$ cat src/include/dg_params.svh
`ifndef DG_PARAMS_SVH
`define DG_PARAMS_SVH

// ========================================
// channel and protocol sizes
// ========================================
`define DG_NCHAN           9              // delay/width pairs per protocol
`define DG_NPROT           4              // stored protocols

// period limits in clk100 cycles
`define DG_RESET_INTERVAL  32'd100000     // 1 ms at 100 MHz
`define DG_MIN_INTERVAL    32'd1000       // 10 us floor

// identification words
`define DG_MODEL           32'h20210801
`define DG_REVISION        32'h00010002

// ========================================
// host register map
// ========================================
`define DG_ADDR_INTERVAL   4'd0           // flags and interval
`define DG_ADDR_PAIR0      4'd1           // pairs at 1 to 9
`define DG_ADDR_REPL       4'd12          // replicates of the page
`define DG_ADDR_STAMP      4'd13          // t0 timestamp
`define DG_ADDR_PROT       4'd14          // t0 count and protocol number
`define DG_ADDR_CTRL       4'd15          // flags and commit, model words on read

`endif

$ cat src/design/dg_pkg.sv
`default_nettype none

package dg_pkg;

   // ========================================
   // widths that carry a meaning
   // ========================================
   typedef logic [31:0] dg_count_t;    // delays, widths, intervals, replicates
   typedef logic [63:0] dg_pair_t;     // delay in [63:32], width in [31:0]
   typedef logic [1:0]  dg_page_t;     // protocol or page number
   typedef logic [63:0] dg_word_t;     // host register word
   typedef logic [63:0] dg_stamp_t;    // clk100 cycle count

   // what the host readback shows
   typedef enum logic {
      view_stored = 1'b0,              // stored page and user interval
      view_active = 1'b1               // pairs and interval in the generator
   } dg_view_e;

endpackage

`default_nettype wire

$ cat src/design/protocol_store.sv
`default_nettype none
`timescale 1ns/100ps
`include "dg_params.svh"

module protocol_store import dg_pkg::*; (
   input  wire logic      clk100,
   input  wire logic      hps_fpga_reset_n,
   input  wire logic      store_write,
   input  wire logic [3:0] store_index,
   input  wire dg_word_t  store_data,
   input  wire dg_page_t  page,
   input  wire dg_page_t  active_prot,
   output dg_pair_t       page_pairs [`DG_NCHAN],
   output dg_count_t      page_replicates,
   output dg_pair_t       commit_pairs [`DG_NCHAN]
);

   dg_pair_t  pair_mem [`DG_NPROT][`DG_NCHAN];   // four protocols of nine pairs
   dg_count_t repl_mem [`DG_NPROT];              // one replicate count per page

   // ========================================
   // host writes into the selected page
   // ========================================
   always_ff @(posedge clk100) begin
      if (!hps_fpga_reset_n) begin
         for (int p = 0; p < `DG_NPROT; p++) begin
            repl_mem[p] <= '0;
            for (int k = 0; k < `DG_NCHAN; k++) begin
               pair_mem[p][k] <= '0;
            end
         end
      end else if (store_write) begin
         if (store_index == 4'(`DG_NCHAN)) begin
            repl_mem[page] <= store_data[31:0];          // index 9 is replicates
         end else begin
            pair_mem[page][store_index] <= store_data;
         end
      end
   end

   // ========================================
   // two read ports: host page and active protocol
   // ========================================
   always_comb begin
      for (int k = 0; k < `DG_NCHAN; k++) begin
         page_pairs[k]   = pair_mem[page][k];
         commit_pairs[k] = pair_mem[active_prot][k];   // loaded by the generator on commit
      end
   end

   assign page_replicates = repl_mem[page];

   // index 10 to 15 would fall outside the page
   store_index_range: assert property (
      @(posedge clk100) disable iff (!hps_fpga_reset_n)
      store_write |-> store_index <= 4'(`DG_NCHAN)
   );

endmodule

`default_nettype wire

$ cat config.mk
export PLATFORM = sky130hd
export DESIGN_NAME = protocol_store
export DESIGN_NICKNAME = d
export VERILOG_FILES = /design/src/design/dg_pkg.sv /design/src/design/protocol_store.sv
export VERILOG_INCLUDE_DIRS = /design/src /design/src/include
export SDC_FILE = /design/constraint.sdc
export NUM_CORES = 2
export LEC_CHECK = 0
export ABC_AREA = 1
export ABC_CLOCK_PERIOD_IN_PS = 11100
export BUFFER_PORTS_ARGS = -buffer_cell sky130_fd_sc_hd__buf_4
export CORE_AREA = 3 3 496 498
export DETAILED_ROUTE_END_ITERATION = 8
export DIE_AREA = 0 0 499 501
export PLACE_DENSITY = 0.77
export SLEW_MARGIN = 0
export SYNTH_ARGS = -nofsm -noshare
export SYNTH_HDL_FRONTEND = slang
export SYNTH_SLANG_ARGS = --single-unit
export TNS_END_PERCENT = 20
$ cat constraint.sdc
create_clock -name clk100 -period 11.1 [get_ports clk100]
set_input_delay 1.11 -clock clk100 [delete_from_list [all_inputs] [get_ports clk100]]
set_output_delay 1.11 -clock clk100 [all_outputs]
set_load 0.02 [all_outputs]
==> results.json <==
{
  "p_leak_nw": 49.5,
  "io_buffers": 1258,
  "async_reset_ff_frac": 0,
  "area_delta_synth_final_pct": 16.4,
  "drive_above_1_share": 0.155,
  "die_w_microns": 499,
  "ys_types": 19,
  "grt_max_degree": 192,
  "drv_cap": 0,
  "synth_nets": 11600,
  "clockBufferDepth": 3,
  "hold_buffers": 0,
  "grt_pass1_wl_microns": 648000,
  "synthTopCellsByArea": "edfxtp_1 64%, nor2_1 12%, o21ai_0 5.1%",
  "gp_congestion": 0.907,
  "met1_usage": 0.435,
  "peakVddDrop_mv": 0.183,
  "yosysSeqAreaShare": 0.642,
  "use_met2": 0.527,
  "preCtsSetupSlack_ps": 4880,
  "die_h_microns": 501,
  "num_io_pins": 1259,
  "min_period_over_period": 0.584,
  "firstDrtPassIters": 7,
  "synth_cells": 11500,
  "rsz0062_at_grt": "no",
  "clkTransAtPathRegs_ps": 70,
  "setup_violations": 0,
  "fmax_ghz": 0.154,
  "timing.final.ws_setup_ps": 4620,
  "slew_viol_final": 0,
  "min-delay-start": "store_data[31]",
  "yosysTopAreaCell": "edfxtp_1",
  "multi_input_area_sq_um": 35900,
  "grt_overflow": 0,
  "hp-class": "in2reg",
  "placed_area_sq_um": 124000,
  "cts_sinks": 2432,
  "drc_errors": 0,
  "cts-root-buf": "clkbuf_16",
  "cts_tree": "done",
  "yosys-top-cells-count": "3,591 x nor2_1, 2,432 x edfxtp_1, 1,283 x nand2_1",
  "h-tree-depth": 4,
  "powerDensity_nw_per_um2": 171,
  "core_area_sq_um": 243000,
  "synth_edf_count": 2432,
  "critical_path_class": "in2out",
  "finalWirelength_microns": 461000,
  "yosys_warnings": 0,
  "period_needed_ps": 6480,
  "wl_per_cell_microns": 29.8,
  "antenna_left": 0,
  "status": "finished, final reports clean",
  "fin_tns_setup_ps": 0,
  "end_kind": "primary output",
  "grtUsageMet3": 0.104,
  "finalPower_mw": 22.7,
  "drt_iter0_markers": 20400,
  "cts_buffers": 241,
  "post_cts.repair.setup_buffers": 0,
  "die_area_sq_um": 250000,
  "critical_path_arrival_ps": 5370,
  "path_max_fanout": 170,
  "fillers": 20100,
  "worstMarginPinSlew_ps": 1340,
  "hold_viol_final": 0,
  "top_usage_layer": "met2",
  "viasPerCell": 6.50,
  "grtUsageTotal": 0.352,
  "syn-cell-area_sq_um": 114000,
  "grt_pass1_vias": 92100,
  "yosysTopAreaCellShare": 0.642,
  "startpoint": "active_prot[0]",
  "timing.hold.ws_ps": 613,
  "start_util": 0.469,
  "avgSynthCellArea_sq_um": 9.88,
  "seqCellArea_sq_um": 73000,
  "critPathLaunchType": "primary input",
  "num_vias": 100000,
  "row_count": 181,
  "required_ps": 9990,
  "grt_antenna_before_repair": 19,
  "synth_ff_type": "edfxtp_1",
  "nets": 12100,
  "finalInstanceArea_sq_um": 132000,
  "synth.most_common_cell": "nor2_1",
  "ctsResizeCount": 0,
  "relSlewSlack": 0.106,
  "dpl.hpwl_microns": 271000,
  "synth_seq_cells": 2432
}
-- cell type report --
cell class / count / share of cell area
repair buffers: 1446 / 0.0843
well taps: 3202 / 0.0303
clock buffers: 291 / 0.0476
diodes: 7 / 0.000132
clock inverters: 164 / 0.0129
inverters: 75 / 0.00230
multi-input cells: 7850 / 0.271
flip-flops and latches: 2432 / 0.552
-- registers in the layout, indices dropped and copies added (netlist names) --
register,count
repl_mem,128
pair_mem,2304
-- per-layer routing --
| metal | part of all wire | routed length (microns) |
|---|---|---|
| met4 | 0.090 | 41200 |
| met2 | 0.43 | 200000 |
| met5 | 0.00085 | 391 |
| met1 | 0.32 | 146000 |
| met3 | 0.16 | 73000 |
-- power breakdown --
part / internal [mW] / leakage (nW) / total (mW) / switching (mW)
combinational: 0.963 / 22.5 / 3.46 / 2.50
sequential: 10.6 / 23.1 / 10.8 / 0.261
clock: 4.75 / 3.90 / 8.39 / 3.64
-- placed cells by master, fill, tap and decap left out, types with 2 or more instances in the layout --
cell        Yosys  layout
nand3_1       607     607
diode_2         0       7
bufinv_16       0      31
buf_8           0       2
nand2_1      1283    1232
clkbuf_1      634      46
clkinv_16       0       4
nor2_4          0       3
clkinv_2        0      49
and3_1          2       2
clkinvlp_4      0      11
buf_12          0      23
nor2_1       3591    3590
inv_1          40       8
nand2_2         0       3
inv_6           0       7
a22oi_1       607     607
edfxtp_1     2432    2432
o22ai_1       576     576
buf_4           3    1421
nand4_1        25      25
inv_8           0       3
nor2_2          5       3
clkinv_1       32      84
o21ai_0      1153    1152
clkbuf_16       0     245
inv_2           3      39
nand2_4         0      48
-- cells by family after synthesis --
kind of cell           count (synthesis)  synth area share
AND/OR/NAND/NOR                     5514             0.189
flip-flops                          2432             0.642
AO/OA/AOI/OAI                       2336             0.123
buffers and inverters               1226            0.0458
-- worst paths after layout --
check	end	slack, ps	cells past startpoint
max	commit_pairs[324]	4620	7
min	repl_mem[2][31]	610	2
-- per-stage QoR --
stage / cells / utilization
after floorplan: 11500 / -
after global placement: 15000 / 0.513
after detailed placement: 15000 / 0.513
after CTS: 15500 / 0.546
after global routing: 15500 / 0.546
final: 15500 / 0.546
-- worst max-delay path, cell delays in order --
cell and delay [ps]:
buf_8 530, buf_4 720, buf_4 810, buf_12 530
o21ai_0 160, o22ai_1 800, buf_4 300
No activity file was read; power rests on OpenSTA's default activity.
