===== config.mk =====
export PLATFORM = sky130hd
export DESIGN_NAME = t0_timestamp
export DESIGN_NICKNAME = d
export VERILOG_FILES = /design/src/design/dg_pkg.sv /design/src/design/t0_timestamp.sv
export VERILOG_INCLUDE_DIRS = /design/src /design/src/include
export SDC_FILE = /design/constraint.sdc
export NUM_CORES = 1
export LEC_CHECK = 0
export ABC_AREA = 0
export BUFFER_PORTS_ARGS = -buffer_cell sky130_fd_sc_hd__clkbuf_2
export CORE_ASPECT_RATIO = 1.4
export CORE_MARGIN = 2
export CORE_UTILIZATION = 55
export CTS_CLUSTER_SIZE = 20
export DETAILED_ROUTE_END_ITERATION = 8
export GPL_ROUTABILITY_DRIVEN = 1
export HOLD_SLACK_MARGIN = 0.12
export PLACE_DENSITY_LB_ADDON = 0.25
export SLEW_MARGIN = 10
export SYNTH_ARGS = -nofsm -noshare
export SYNTH_HDL_FRONTEND = slang
export SYNTH_SLANG_ARGS = --single-unit

===== constraint.sdc =====
create_clock -name clk100 -period 5.9 [get_ports clk100]
set_input_delay 1.18 -clock clk100 [delete_from_list [all_inputs] [get_ports clk100]]
set_output_delay 1.18 -clock clk100 [all_outputs]
set_load 0.02 [all_outputs]

===== src/include/dg_params.svh =====
`ifndef DG_PARAMS_SVH
`define DG_PARAMS_SVH

// ========================================
// channel and protocol sizes
// ========================================
`define DG_NCHAN           9              // delay/width pairs per protocol
`define DG_NPROT           4              // stored protocols

// period limits in clk100 cycles
`define DG_RESET_INTERVAL  32'd100000     // 1 ms at 100 MHz
`define DG_MIN_INTERVAL    32'd1000       // 10 us floor

// identification words
`define DG_MODEL           32'h20210801
`define DG_REVISION        32'h00010002

// ========================================
// host register map
// ========================================
`define DG_ADDR_INTERVAL   4'd0           // flags and interval
`define DG_ADDR_PAIR0      4'd1           // pairs at 1 to 9
`define DG_ADDR_REPL       4'd12          // replicates of the page
`define DG_ADDR_STAMP      4'd13          // t0 timestamp
`define DG_ADDR_PROT       4'd14          // t0 count and protocol number
`define DG_ADDR_CTRL       4'd15          // flags and commit, model words on read

`endif


===== src/design/dg_pkg.sv =====
`default_nettype none

package dg_pkg;

   // ========================================
   // widths that carry a meaning
   // ========================================
   typedef logic [31:0] dg_count_t;    // delays, widths, intervals, replicates
   typedef logic [63:0] dg_pair_t;     // delay in [63:32], width in [31:0]
   typedef logic [1:0]  dg_page_t;     // protocol or page number
   typedef logic [63:0] dg_word_t;     // host register word
   typedef logic [63:0] dg_stamp_t;    // clk100 cycle count

   // what the host readback shows
   typedef enum logic {
      view_stored = 1'b0,              // stored page and user interval
      view_active = 1'b1               // pairs and interval in the generator
   } dg_view_e;

endpackage

`default_nettype wire


===== src/design/t0_timestamp.sv =====
`default_nettype none
`timescale 1ns/100ps
`include "dg_params.svh"

module t0_timestamp import dg_pkg::*; (
   input  wire logic   clk100,
   input  wire logic   hps_fpga_reset_n,
   input  wire logic   t0,
   input  wire dg_page_t prot_request,
   output dg_stamp_t   timestamp,
   output dg_count_t   t0_count,
   output dg_page_t    active_prot
);

   dg_stamp_t clock_count;    // free running at 100 MHz

   always_ff @(posedge clk100) begin
      if (!hps_fpga_reset_n) begin
         clock_count <= '0;
      end else begin
         clock_count <= clock_count + 64'd1;
      end
   end

   // ========================================
   // capture at each t0
   // ========================================
   always_ff @(posedge clk100) begin
      if (!hps_fpga_reset_n) begin
         timestamp   <= '0;
         t0_count    <= '0;
         active_prot <= '0;
      end else if (t0) begin
         timestamp   <= clock_count;
         t0_count    <= t0_count + 32'd1;
         active_prot <= prot_request;                // used from the next commit on
      end
   end

endmodule

`default_nettype wire


==> flow_summary_export.csv <==
group,metric,value,unit
clock_tree,cts_hold_buf,0,
drt,initialDrtViolationCount,334,
die,die_w,97.2,um
clock_tree,ctsResizeCount,0,
pwr,combinationalPowerShare,0.024,
die,initial_core_util,0.563,
worst_setup_path,crit_fanout,15,
timing,clock_skew,0.00874,ns
clock_tree,path_clk_slew,0.06,ns
synth,synth_common_cells,"dfxtp_1 (162), nor2_1 (140), mux2i_1 (71), xor2_1 (40), nand4_1 (38)",
timing,max-slew-margin-rel,0.439,
min_path,hp-start,"clock_count[0]",
drt,ant_nets,0,
worst_setup_path,cp-start-kind,"flip-flop",
synth,netlist_area,0.00669,mm2
synth,yosys.area.top_type_share,0.485,
worst_setup_path,startpoint,"clock_count[18]",
worst_setup_path,required,6.23,ns
drt,route.vias.total,5563,
timing,rsz0062_at_grt,"no",
synth,yosys-top-cells-area,"dfxtp_1 (48%), mux2i_1 (11%), nor2_1 (7.9%), xor2_1 (5.2%), nand4_1 (3.6%)",
finish,final_nets,826,
run_status,status,"completed",
pwr,switching_share,0.203,
pwr,power.density,295,mW/mm2
worst_setup_path,worst-setup-path-type,"reg2reg",
clock_tree,cts-root-buf,"clkbuf_16",
synth,synth_top_cell_by_area,"dfxtp_1",
min_path,hold_class,"reg2reg",
worst_setup_path,arrival,3.14,ns
clock_tree,cts_made_buffers,17,
global_route,grt_max_degree,83,
place,hpwlAfterDp,9670,um
timing,period_needed,2.81,ns
place,gp_congestion,0.858,
clock_tree,clock_sinks,162,
pwr,p_sw,0.475,mW
pwr,p_leak,3.25,nW
finish,fillers,939,
die,fp.dieArea,0.0131,mm2
synth,ys_warn_count,0,
synth,synth_edf_count,0,
die,ios,103,
global_route,grt_first_pass_wirelength,23700,um
place,place_area,0.00728,mm2
pwr,p_int,1.86,mW
synth,syn_inst,727,
timing,setup_tns,0,ns
worst_setup_path,rr_worst_depth,5,
finish,layout-drive-gt1-share,0.178,
synth,async_reset_ff_frac,0,
drt,wirelength,14300,um
timing,hold_viol,0,
drt,via_per_inst,5.68,
synth,synth.distinct_cells,33,
pwr,pwr-share-clk,0.503,
synth,synth.most_common_cell,"dfxtp_1",
timing,tightest_slew,0.834,ns
synth,synth_nets,734,
clock_tree,post_cts_buffers,0,
clock_tree,cts_max_path_buffers,2,
min_path,whs_path_depth,1,
job,maxCapViolCount,0,
place,numPortBuffers,102,
drt,drc,0,
finish,seq_area,0.00324,mm2
synth,synth_ff_type,"dfxtp_1",
global_route,globalRouteOverflowTotal,0,
timing,fmax,0.356,GHz
pwr,vdd_ir_drop_max,0.196,mV
worst_setup_path,r2r_start,"clock_count[18]",
global_route,grt_usage,0.216,
timing,fin_crit_sh,0.476,
timing,slew_violations,0,
synth,ys_seq_elements,162,
synth,syn_area_per_cell,9.20,um2
clock_tree,htree_levels,4,
worst_setup_path,endpoint_kind,"flip-flop",
pwr,p_seq_frac,0.472,
global_route,grt_pass1_vias,5155,
global_route,antenna_found_initial,0,
clock_tree,cts_tree,"yes",
drt,wl_per_cell,14.6,um
finish,syn2layout_area_growth,18.5,%
timing,setup-violations-final,0,
die,die_height,135,um
synth,yosysSeqAreaShare,0.485,
die,row_count,47,
die,core-area,0.0119,mm2
drt,first_pass_iters,6,
finish,final_area,0.00793,mm2
pwr,p_total,2.34,mW
finish,antenna_cells,0,
finish,multi_input_area,0.00327,mm2
clock_tree,clock_latency,0.41,ns
-- state kept, by name, summed over array words and instances (netlist names) --
signal       flops
timestamp       64
clock_count     64
t0_count        32
active_prot      2
-- power groups by stage --
stage | Sequential [mW] | Combinational (mW) | Clock [mW]
floorplan | 1.13 | 0.0423 | 0
global placement | 1.13 | 0.0559 | 0
detailed placement | 1.13 | 0.0573 | 0
CTS | 1.10 | 0.0574 | 1.19
global route | 1.10 | 0.0620 | 1.24
finish | 1.10 | 0.0571 | 1.18
-- area by class of cell --
type,instances,area share
inverters,11,0.00552
flip-flops and latches,162,0.409
clock inverters,11,0.0221
repair buffers,106,0.0685
clock buffers,21,0.0593
well taps,147,0.0232
multi-input cells,521,0.412
-- path summary, 6_finish.rpt --
| path | to | slack, ns |
|---|---|---|
| min reg2reg | clock_count[0] | 0.48 |
| min | clock_count[0] | 0.48 |
| max reg2reg | clock_count[49] | 3.09 |
| max | clock_count[49] | 3.09 |
-- critical path, stage by stage (launching register included) --
cell and delay (ns):
dfxtp_1 0.47, nand4_2 0.17, nor4_4 0.69, nand3_1 0.58, or4_1 0.65, a21oi_1 0.16
-- cells in the final DEF, fill, tap and decap left out, drive strengths merged --
| cell | count |
|---|---|
| ha | 2 |
| clkinv | 4 |
| or2 | 1 |
| o21ai | 15 |
| and2 | 10 |
| nor4 | 13 |
| inv | 12 |
| and3 | 11 |
| xnor2 | 21 |
| o31ai | 9 |
| nor2 | 141 |
| buf | 5 |
| xor2 | 40 |
| a21oi | 24 |
| mux2i | 71 |
| nand2 | 34 |
| o31a | 3 |
| nand2b | 4 |
| or3 | 16 |
| o21a | 5 |
| nor3 | 9 |
| clkinvlp | 2 |
| nand4 | 41 |
| and4 | 5 |
| or4 | 9 |
| nand3 | 37 |
| bufinv | 4 |
| dfxtp | 162 |
| clkbuf | 122 |
-- per-layer routing --
metal	wire, um	up-vias	share of wire	global-route usage
met5	0	-	0	0
met4	170	0	0.012	0.0779
met3	679	14	0.047	0.0409
met2	7180	168	0.50	0.377
met1	6260	2668	0.44	0.268
li1	-	2713	-	-
-- cell families after synthesis --
logic type	after synthesis	share of synthesized area
simple gates	331	0.250
flops	162	0.485
mux	71	0.106
xor+xnor	61	0.0798
compound gates	56	0.0488
buf+inv	44	0.0266
fa+ha+maj	2	0.00374
-- per-stage QoR --
step	util	hold WS, ns	cells	setup WS (ns)
after floorplan	-	0.441	727	3.27
after detailed placement	0.613	0.473	947	2.72
after global placement	0.613	0.456	947	2.84
after CTS	0.668	0.487	979	3.15
final	0.668	0.481	979	3.09
after global routing	0.668	0.513	979	2.89
Note: power is estimated with default switching activity, not from simulation.
