--- src/include/dg_params.svh ---
`ifndef DG_PARAMS_SVH
`define DG_PARAMS_SVH

// ========================================
// channel and protocol sizes
// ========================================
`define DG_NCHAN           9              // delay/width pairs per protocol
`define DG_NPROT           4              // stored protocols

// period limits in clk100 cycles
`define DG_RESET_INTERVAL  32'd100000     // 1 ms at 100 MHz
`define DG_MIN_INTERVAL    32'd1000       // 10 us floor

// identification words
`define DG_MODEL           32'h20210801
`define DG_REVISION        32'h00010002

// ========================================
// host register map
// ========================================
`define DG_ADDR_INTERVAL   4'd0           // flags and interval
`define DG_ADDR_PAIR0      4'd1           // pairs at 1 to 9
`define DG_ADDR_REPL       4'd12          // replicates of the page
`define DG_ADDR_STAMP      4'd13          // t0 timestamp
`define DG_ADDR_PROT       4'd14          // t0 count and protocol number
`define DG_ADDR_CTRL       4'd15          // flags and commit, model words on read

`endif

--- src/design/dg_pkg.sv ---
`default_nettype none

package dg_pkg;

   // ========================================
   // widths that carry a meaning
   // ========================================
   typedef logic [31:0] dg_count_t;    // delays, widths, intervals, replicates
   typedef logic [63:0] dg_pair_t;     // delay in [63:32], width in [31:0]
   typedef logic [1:0]  dg_page_t;     // protocol or page number
   typedef logic [63:0] dg_word_t;     // host register word
   typedef logic [63:0] dg_stamp_t;    // clk100 cycle count

   // what the host readback shows
   typedef enum logic {
      view_stored = 1'b0,              // stored page and user interval
      view_active = 1'b1               // pairs and interval in the generator
   } dg_view_e;

endpackage

`default_nettype wire

--- src/design/delay_pulse_generator.sv ---
`default_nettype none
`timescale 1ns/100ps
`include "dg_params.svh"

module delay_pulse_generator import dg_pkg::*; (
   input  wire logic               clk100,
   input  wire logic               hps_fpga_reset_n,
   input  wire logic               commit,
   input  wire dg_count_t          commit_interval,
   input  wire dg_pair_t           commit_pairs [`DG_NCHAN],
   output dg_count_t               active_interval,
   output dg_pair_t                active_pairs [`DG_NCHAN],
   output logic                    t0,
   output logic [`DG_NCHAN-1:0]    pins
);

   dg_count_t               cnt;                   // position in the period
   dg_count_t               cnt_next;
   dg_count_t               clamped_interval;
   dg_pair_t                pairs_next [`DG_NCHAN];
   logic [`DG_NCHAN-1:0]    pins_next;

   assign clamped_interval = (commit_interval < `DG_MIN_INTERVAL) ?
                             `DG_MIN_INTERVAL : commit_interval;

   // ========================================
   // next counter value and the pairs it runs with
   // ========================================
   always_comb begin
      if (commit) begin
         cnt_next = '0;                              // restart the period
      end else if (cnt >= active_interval - 32'd1) begin
         cnt_next = '0;                              // wrap
      end else begin
         cnt_next = cnt + 32'd1;
      end
      for (int k = 0; k < `DG_NCHAN; k++) begin
         pairs_next[k] = commit ? commit_pairs[k] : active_pairs[k];
      end
   end

   // window test per channel, delay included, delay plus width excluded
   always_comb begin
      dg_count_t   dly;
      dg_count_t   wid;
      logic [32:0] win_end;
      for (int k = 0; k < `DG_NCHAN; k++) begin
         dly          = pairs_next[k][63:32];
         wid          = pairs_next[k][31:0];
         win_end      = {1'b0, dly} + {1'b0, wid};   // no wrap on large values
         pins_next[k] = (cnt_next >= dly) && ({1'b0, cnt_next} < win_end);
      end
   end

   // ========================================
   // registered state and outputs
   // ========================================
   always_ff @(posedge clk100) begin
      if (!hps_fpga_reset_n) begin
         cnt             <= '0;
         t0              <= 1'b0;
         pins            <= '0;
         active_interval <= `DG_RESET_INTERVAL;
         for (int k = 0; k < `DG_NCHAN; k++) begin
            active_pairs[k] <= '0;
         end
      end else begin
         cnt  <= cnt_next;
         t0   <= (cnt_next == '0);                   // same count as the pins
         pins <= pins_next;
         if (commit) begin
            active_interval <= clamped_interval;
            for (int k = 0; k < `DG_NCHAN; k++) begin
               active_pairs[k] <= commit_pairs[k];
            end
         end
      end
   end

   // t0 is a single-cycle pulse, the floor keeps it well apart
   t0_single_cycle: assert property (
      @(posedge clk100) disable iff (!hps_fpga_reset_n)
      t0 |=> !t0
   );

   interval_floor: assert property (
      @(posedge clk100) disable iff (!hps_fpga_reset_n)
      commit |=> active_interval >= `DG_MIN_INTERVAL
   );

endmodule

`default_nettype wire

--- config.mk ---
export PLATFORM = sky130hd
export DESIGN_NAME = delay_pulse_generator
export DESIGN_NICKNAME = d
export VERILOG_FILES = /design/src/design/dg_pkg.sv /design/src/design/delay_pulse_generator.sv
export VERILOG_INCLUDE_DIRS = /design/src /design/src/include
export SDC_FILE = /design/constraint.sdc
export NUM_CORES = 2
export LEC_CHECK = 0
export BUFFER_PORTS_ARGS = -buffer_cell sky130_fd_sc_hd__buf_2
export CAP_MARGIN = 20
export CORE_AREA = 2 2 475 477
export DETAILED_ROUTE_END_ITERATION = 6
export DIE_AREA = 0 0 477 479
export PLACE_DENSITY_LB_ADDON = 0.05
export SLEW_MARGIN = 15
export SYNTH_ARGS = -nofsm -noshare
export SYNTH_HDL_FRONTEND = slang
export SYNTH_SLANG_ARGS = --single-unit
--- constraint.sdc ---
create_clock -name clk100 -period 9.32 [get_ports clk100]
set_input_delay 0.932 -clock clk100 [delete_from_list [all_inputs] [get_ports clk100]]
set_output_delay 0.932 -clock clk100 [all_outputs]
set_load 0.01 [all_outputs]
==> impl_metrics.json <==
{
  "outcome": "completed",
  "synth_nets": 7336,
  "numCtsBuffers": 90,
  "setup_violations": 0,
  "r2r_start": "active_interval[10]",
  "critPathKind": "reg2reg",
  "grt_max_degree": 171,
  "drv_slew": 0,
  "p_leak_nw": 34.2,
  "yosysWarnings": 0,
  "synthArstFlopShare": 0,
  "die_area_mm2": 0.228,
  "synthFlopType": "dfxtp_1",
  "power_mw": 9.72,
  "arrival_ns": 8.26,
  "die_w_um": 477,
  "synth_mux_area_frac": 0.124,
  "place.gp.congestion": 0.840,
  "dp_hpwl_mm": 218,
  "min_path_type": "in2reg",
  "htreeDepth": 3,
  "numPortBuffers": 1228,
  "start_util": 0.230,
  "ff2ff_path_depth": 22,
  "yosysSeqAreaShare": 0.253,
  "ys_seq_elements": 650,
  "fin_nets": 8618,
  "dieHeight_um": 479,
  "ff2ff_setup_slack_ns": 1.66,
  "skew_ns": 0.0187,
  "yosysMostFrequentCell": "ha_1",
  "fin_cells": 10200,
  "grt_usage": 0.224,
  "period_needed_ns": 7.66,
  "start_kind": "register",
  "critical-path-slowest-cell": "nor4_1",
  "grt_pass1_wl_mm": 368,
  "coreArea_mm2": 0.224,
  "drtAntennaViolNets": 0,
  "hold_viol_final": 0,
  "final_area_mm2": 0.0651,
  "syn_area_per_cell_um2": 8.83,
  "powerDensity_mw_per_mm2": 149,
  "post_cts_buffers": 0,
  "cts.repair.resized": 0,
  "worstMarginPinSlew_ns": 1.09,
  "ir_drop_v": 0.000139,
  "cts_tree": "built",
  "synth_compound_area_frac": 0.158,
  "r2r-end": "pins[8]",
  "wl_per_cell_um": 26.0,
  "nFillCells": 24300,
  "dr.pass1.iters": 5,
  "synth_common_cells": "ha_1 (880), dfxtp_1 (650), nor2_1 (541)",
  "layout-drive-gt1-share": 0.260,
  "antenna_found_initial": 61,
  "synthAdderAreaFrac": 0.217,
  "placed_area_mm2": 0.0621,
  "cts_hold_buf": 0,
  "syn_area_mm2": 0.0515,
  "synthSimpleGateAreaFrac": 0.157,
  "ys_types": 88,
  "synthCells": 5836,
  "max_stage_delay_ns": 0.87,
  "synth-edff-count": 0,
  "cp_data_required_time_ns": 9.92,
  "crit_chain": "or4_1, or3_1, nor2_1, nand3_1, nor3_1, xnor2_1, ha_1, a21o_1, a21o_1, a211oi_1, nand4_1, o21bai_4, buf_4, nor2_4, buf_4, ha_1, nand4_1, nor4_1, a2111oi_0, a31o_2, a221oi_1, a21oi_1",
  "clk_pin_slew_ns": 0.06,
  "clkSinkCount": 650,
  "period_share": 0.822,
  "dp_cells": 10000,
  "syn_to_final_growth_pct": 26.5,
  "cts_root_buffer": "clkbuf_16",
  "num_vias": 47500,
  "slew_headroom": 0.274,
  "synth_top_family_by_area": "adder cells",
  "synthXorXnorAreaFrac": 0.0536,
  "ios": 1229,
  "end_kind": "register",
  "placementRows": 174,
  "fmax_ghz": 0.131,
  "critPathMaxFanout": 20,
  "drv_cap": 0,
  "post-place-ws_ns": 1.48,
  "synth_area_leaders": "dfxtp_1 (25%), ha_1 (21%), mux2_2 (6.5%), mux2i_1 (5.9%), nor2_1 (3.9%)",
  "endpoint": "pins[8]",
  "rsz0062_at_grt": "false",
  "cp-startpoint": "active_interval[10]",
  "setup_slack_ns": 1.66,
  "synth_area_leader_cell": "dfxtp_1",
  "gr-total-overflow": 0,
  "synth_top_area_share": 0.253,
  "clock_path_buffers": 3,
  "drt-total-wl_mm": 266,
  "clkLatencyLatePin_ns": 0.74,
  "fin_tns_setup_ns": 0,
  "grt_pass1_vias": 48200,
  "drcViolationCount": 0,
  "drt_iter0_drc": 1975,
  "routed_via_density": 4.66
}
==> stage by stage <==
stage | hold slack [ns] | util
floorplan | 0.555 | -
global placement | 0.543 | 0.278
detailed placement | 0.549 | 0.278
CTS | 0.348 | 0.291
global route | 0.400 | 0.291
finish | 0.443 | 0.291
==> layout make-up <==
class / count / area, um^2 / area share
diodes: 26 / 65.1 / 0.000999
well taps: 2992 / 3740 / 0.0575
clock buffers: 129 / 2590 / 0.0398
multi-input cells: 4665 / 36800 / 0.565
inverters: 367 / 1390 / 0.0213
clock inverters: 32 / 439 / 0.00674
flip-flops and latches: 650 / 13000 / 0.200
repair buffers: 1344 / 7100 / 0.109
==> cells in the final DEF (no fill, tap or decap), drive strengths merged, types with 17 or more instances in the layout <==
cell type     n
buf        1344
o211ai       31
nor4         19
o21a         48
nand4       109
a211o        18
nor3         76
a211oi       52
nand3        87
and3         29
or2          17
o21ai       224
inv         377
and2        316
nand2       199
dfxtp       650
mux2        297
clkbuf      129
o21bai       48
nand2b       83
diode        26
o31ai        19
xor2        170
a21oi       401
a2111oi      21
xnor2       145
a221oi       17
nor2        542
a31oi        27
ha          880
a21o        235
nor2b        73
mux2i       302
==> routing by layer <==
layer  vias up  part of all wire  global-route usage
met5         -            0.0012                   0
met2      1154              0.50               0.405
met3       238             0.054              0.0458
met4        52             0.019              0.0470
met1     22500              0.43               0.272
li1      23500                 -                   -
==> power breakdown <==
group	switching (mW)	internal (mW)	leakage (nW)
combinational	1.78	1.22	27.4
clock	1.52	2.16	1.47
sequential	0.104	2.94	5.36
==> worst min path at each step <==
stage | start | end | slack [ns] | depth (start not counted)
2_1_floorplan | active_interval[31] | active_interval[31] | 0.55 | 2
3_3_place_gp | active_pairs[443] | active_pairs[443] | 0.54 | 2
3_5_place_dp | active_pairs[443] | active_pairs[443] | 0.55 | 2
4_1_cts | commit_interval[16] | active_interval[16] | 0.35 | 3
5_1_grt | commit_interval[15] | active_interval[15] | 0.40 | 3
6_report | commit_interval[15] | active_interval[15] | 0.44 | 3
==> logic make-up after synthesis <==
kind of cell / after synthesis
multiplexers: 599
XOR/XNOR: 315
flip-flops: 650
AO/OA/AOI/OAI: 1254
adder cells (fa/ha/maj): 890
AND/OR/NAND/NOR: 1607
buffers and inverters: 521
==> registers in the layout, summed over array words and instances, names as in the netlist <==
register	cells
active_pairs	576
pins	9
cnt	32
t0	1
active_interval	32
==> critical path, delay by kind of cell (launching register included) <==
family / cells / cell delay, ns
compound gates: 8 / 2.06
xor+xnor: 1 / 0.16
fa+ha+maj: 2 / 0.49
buf+inv: 2 / 0.90
flops: 1 / 0.37
simple gates: 9 / 3.54
Note: power is estimated with default switching activity, not from simulation.
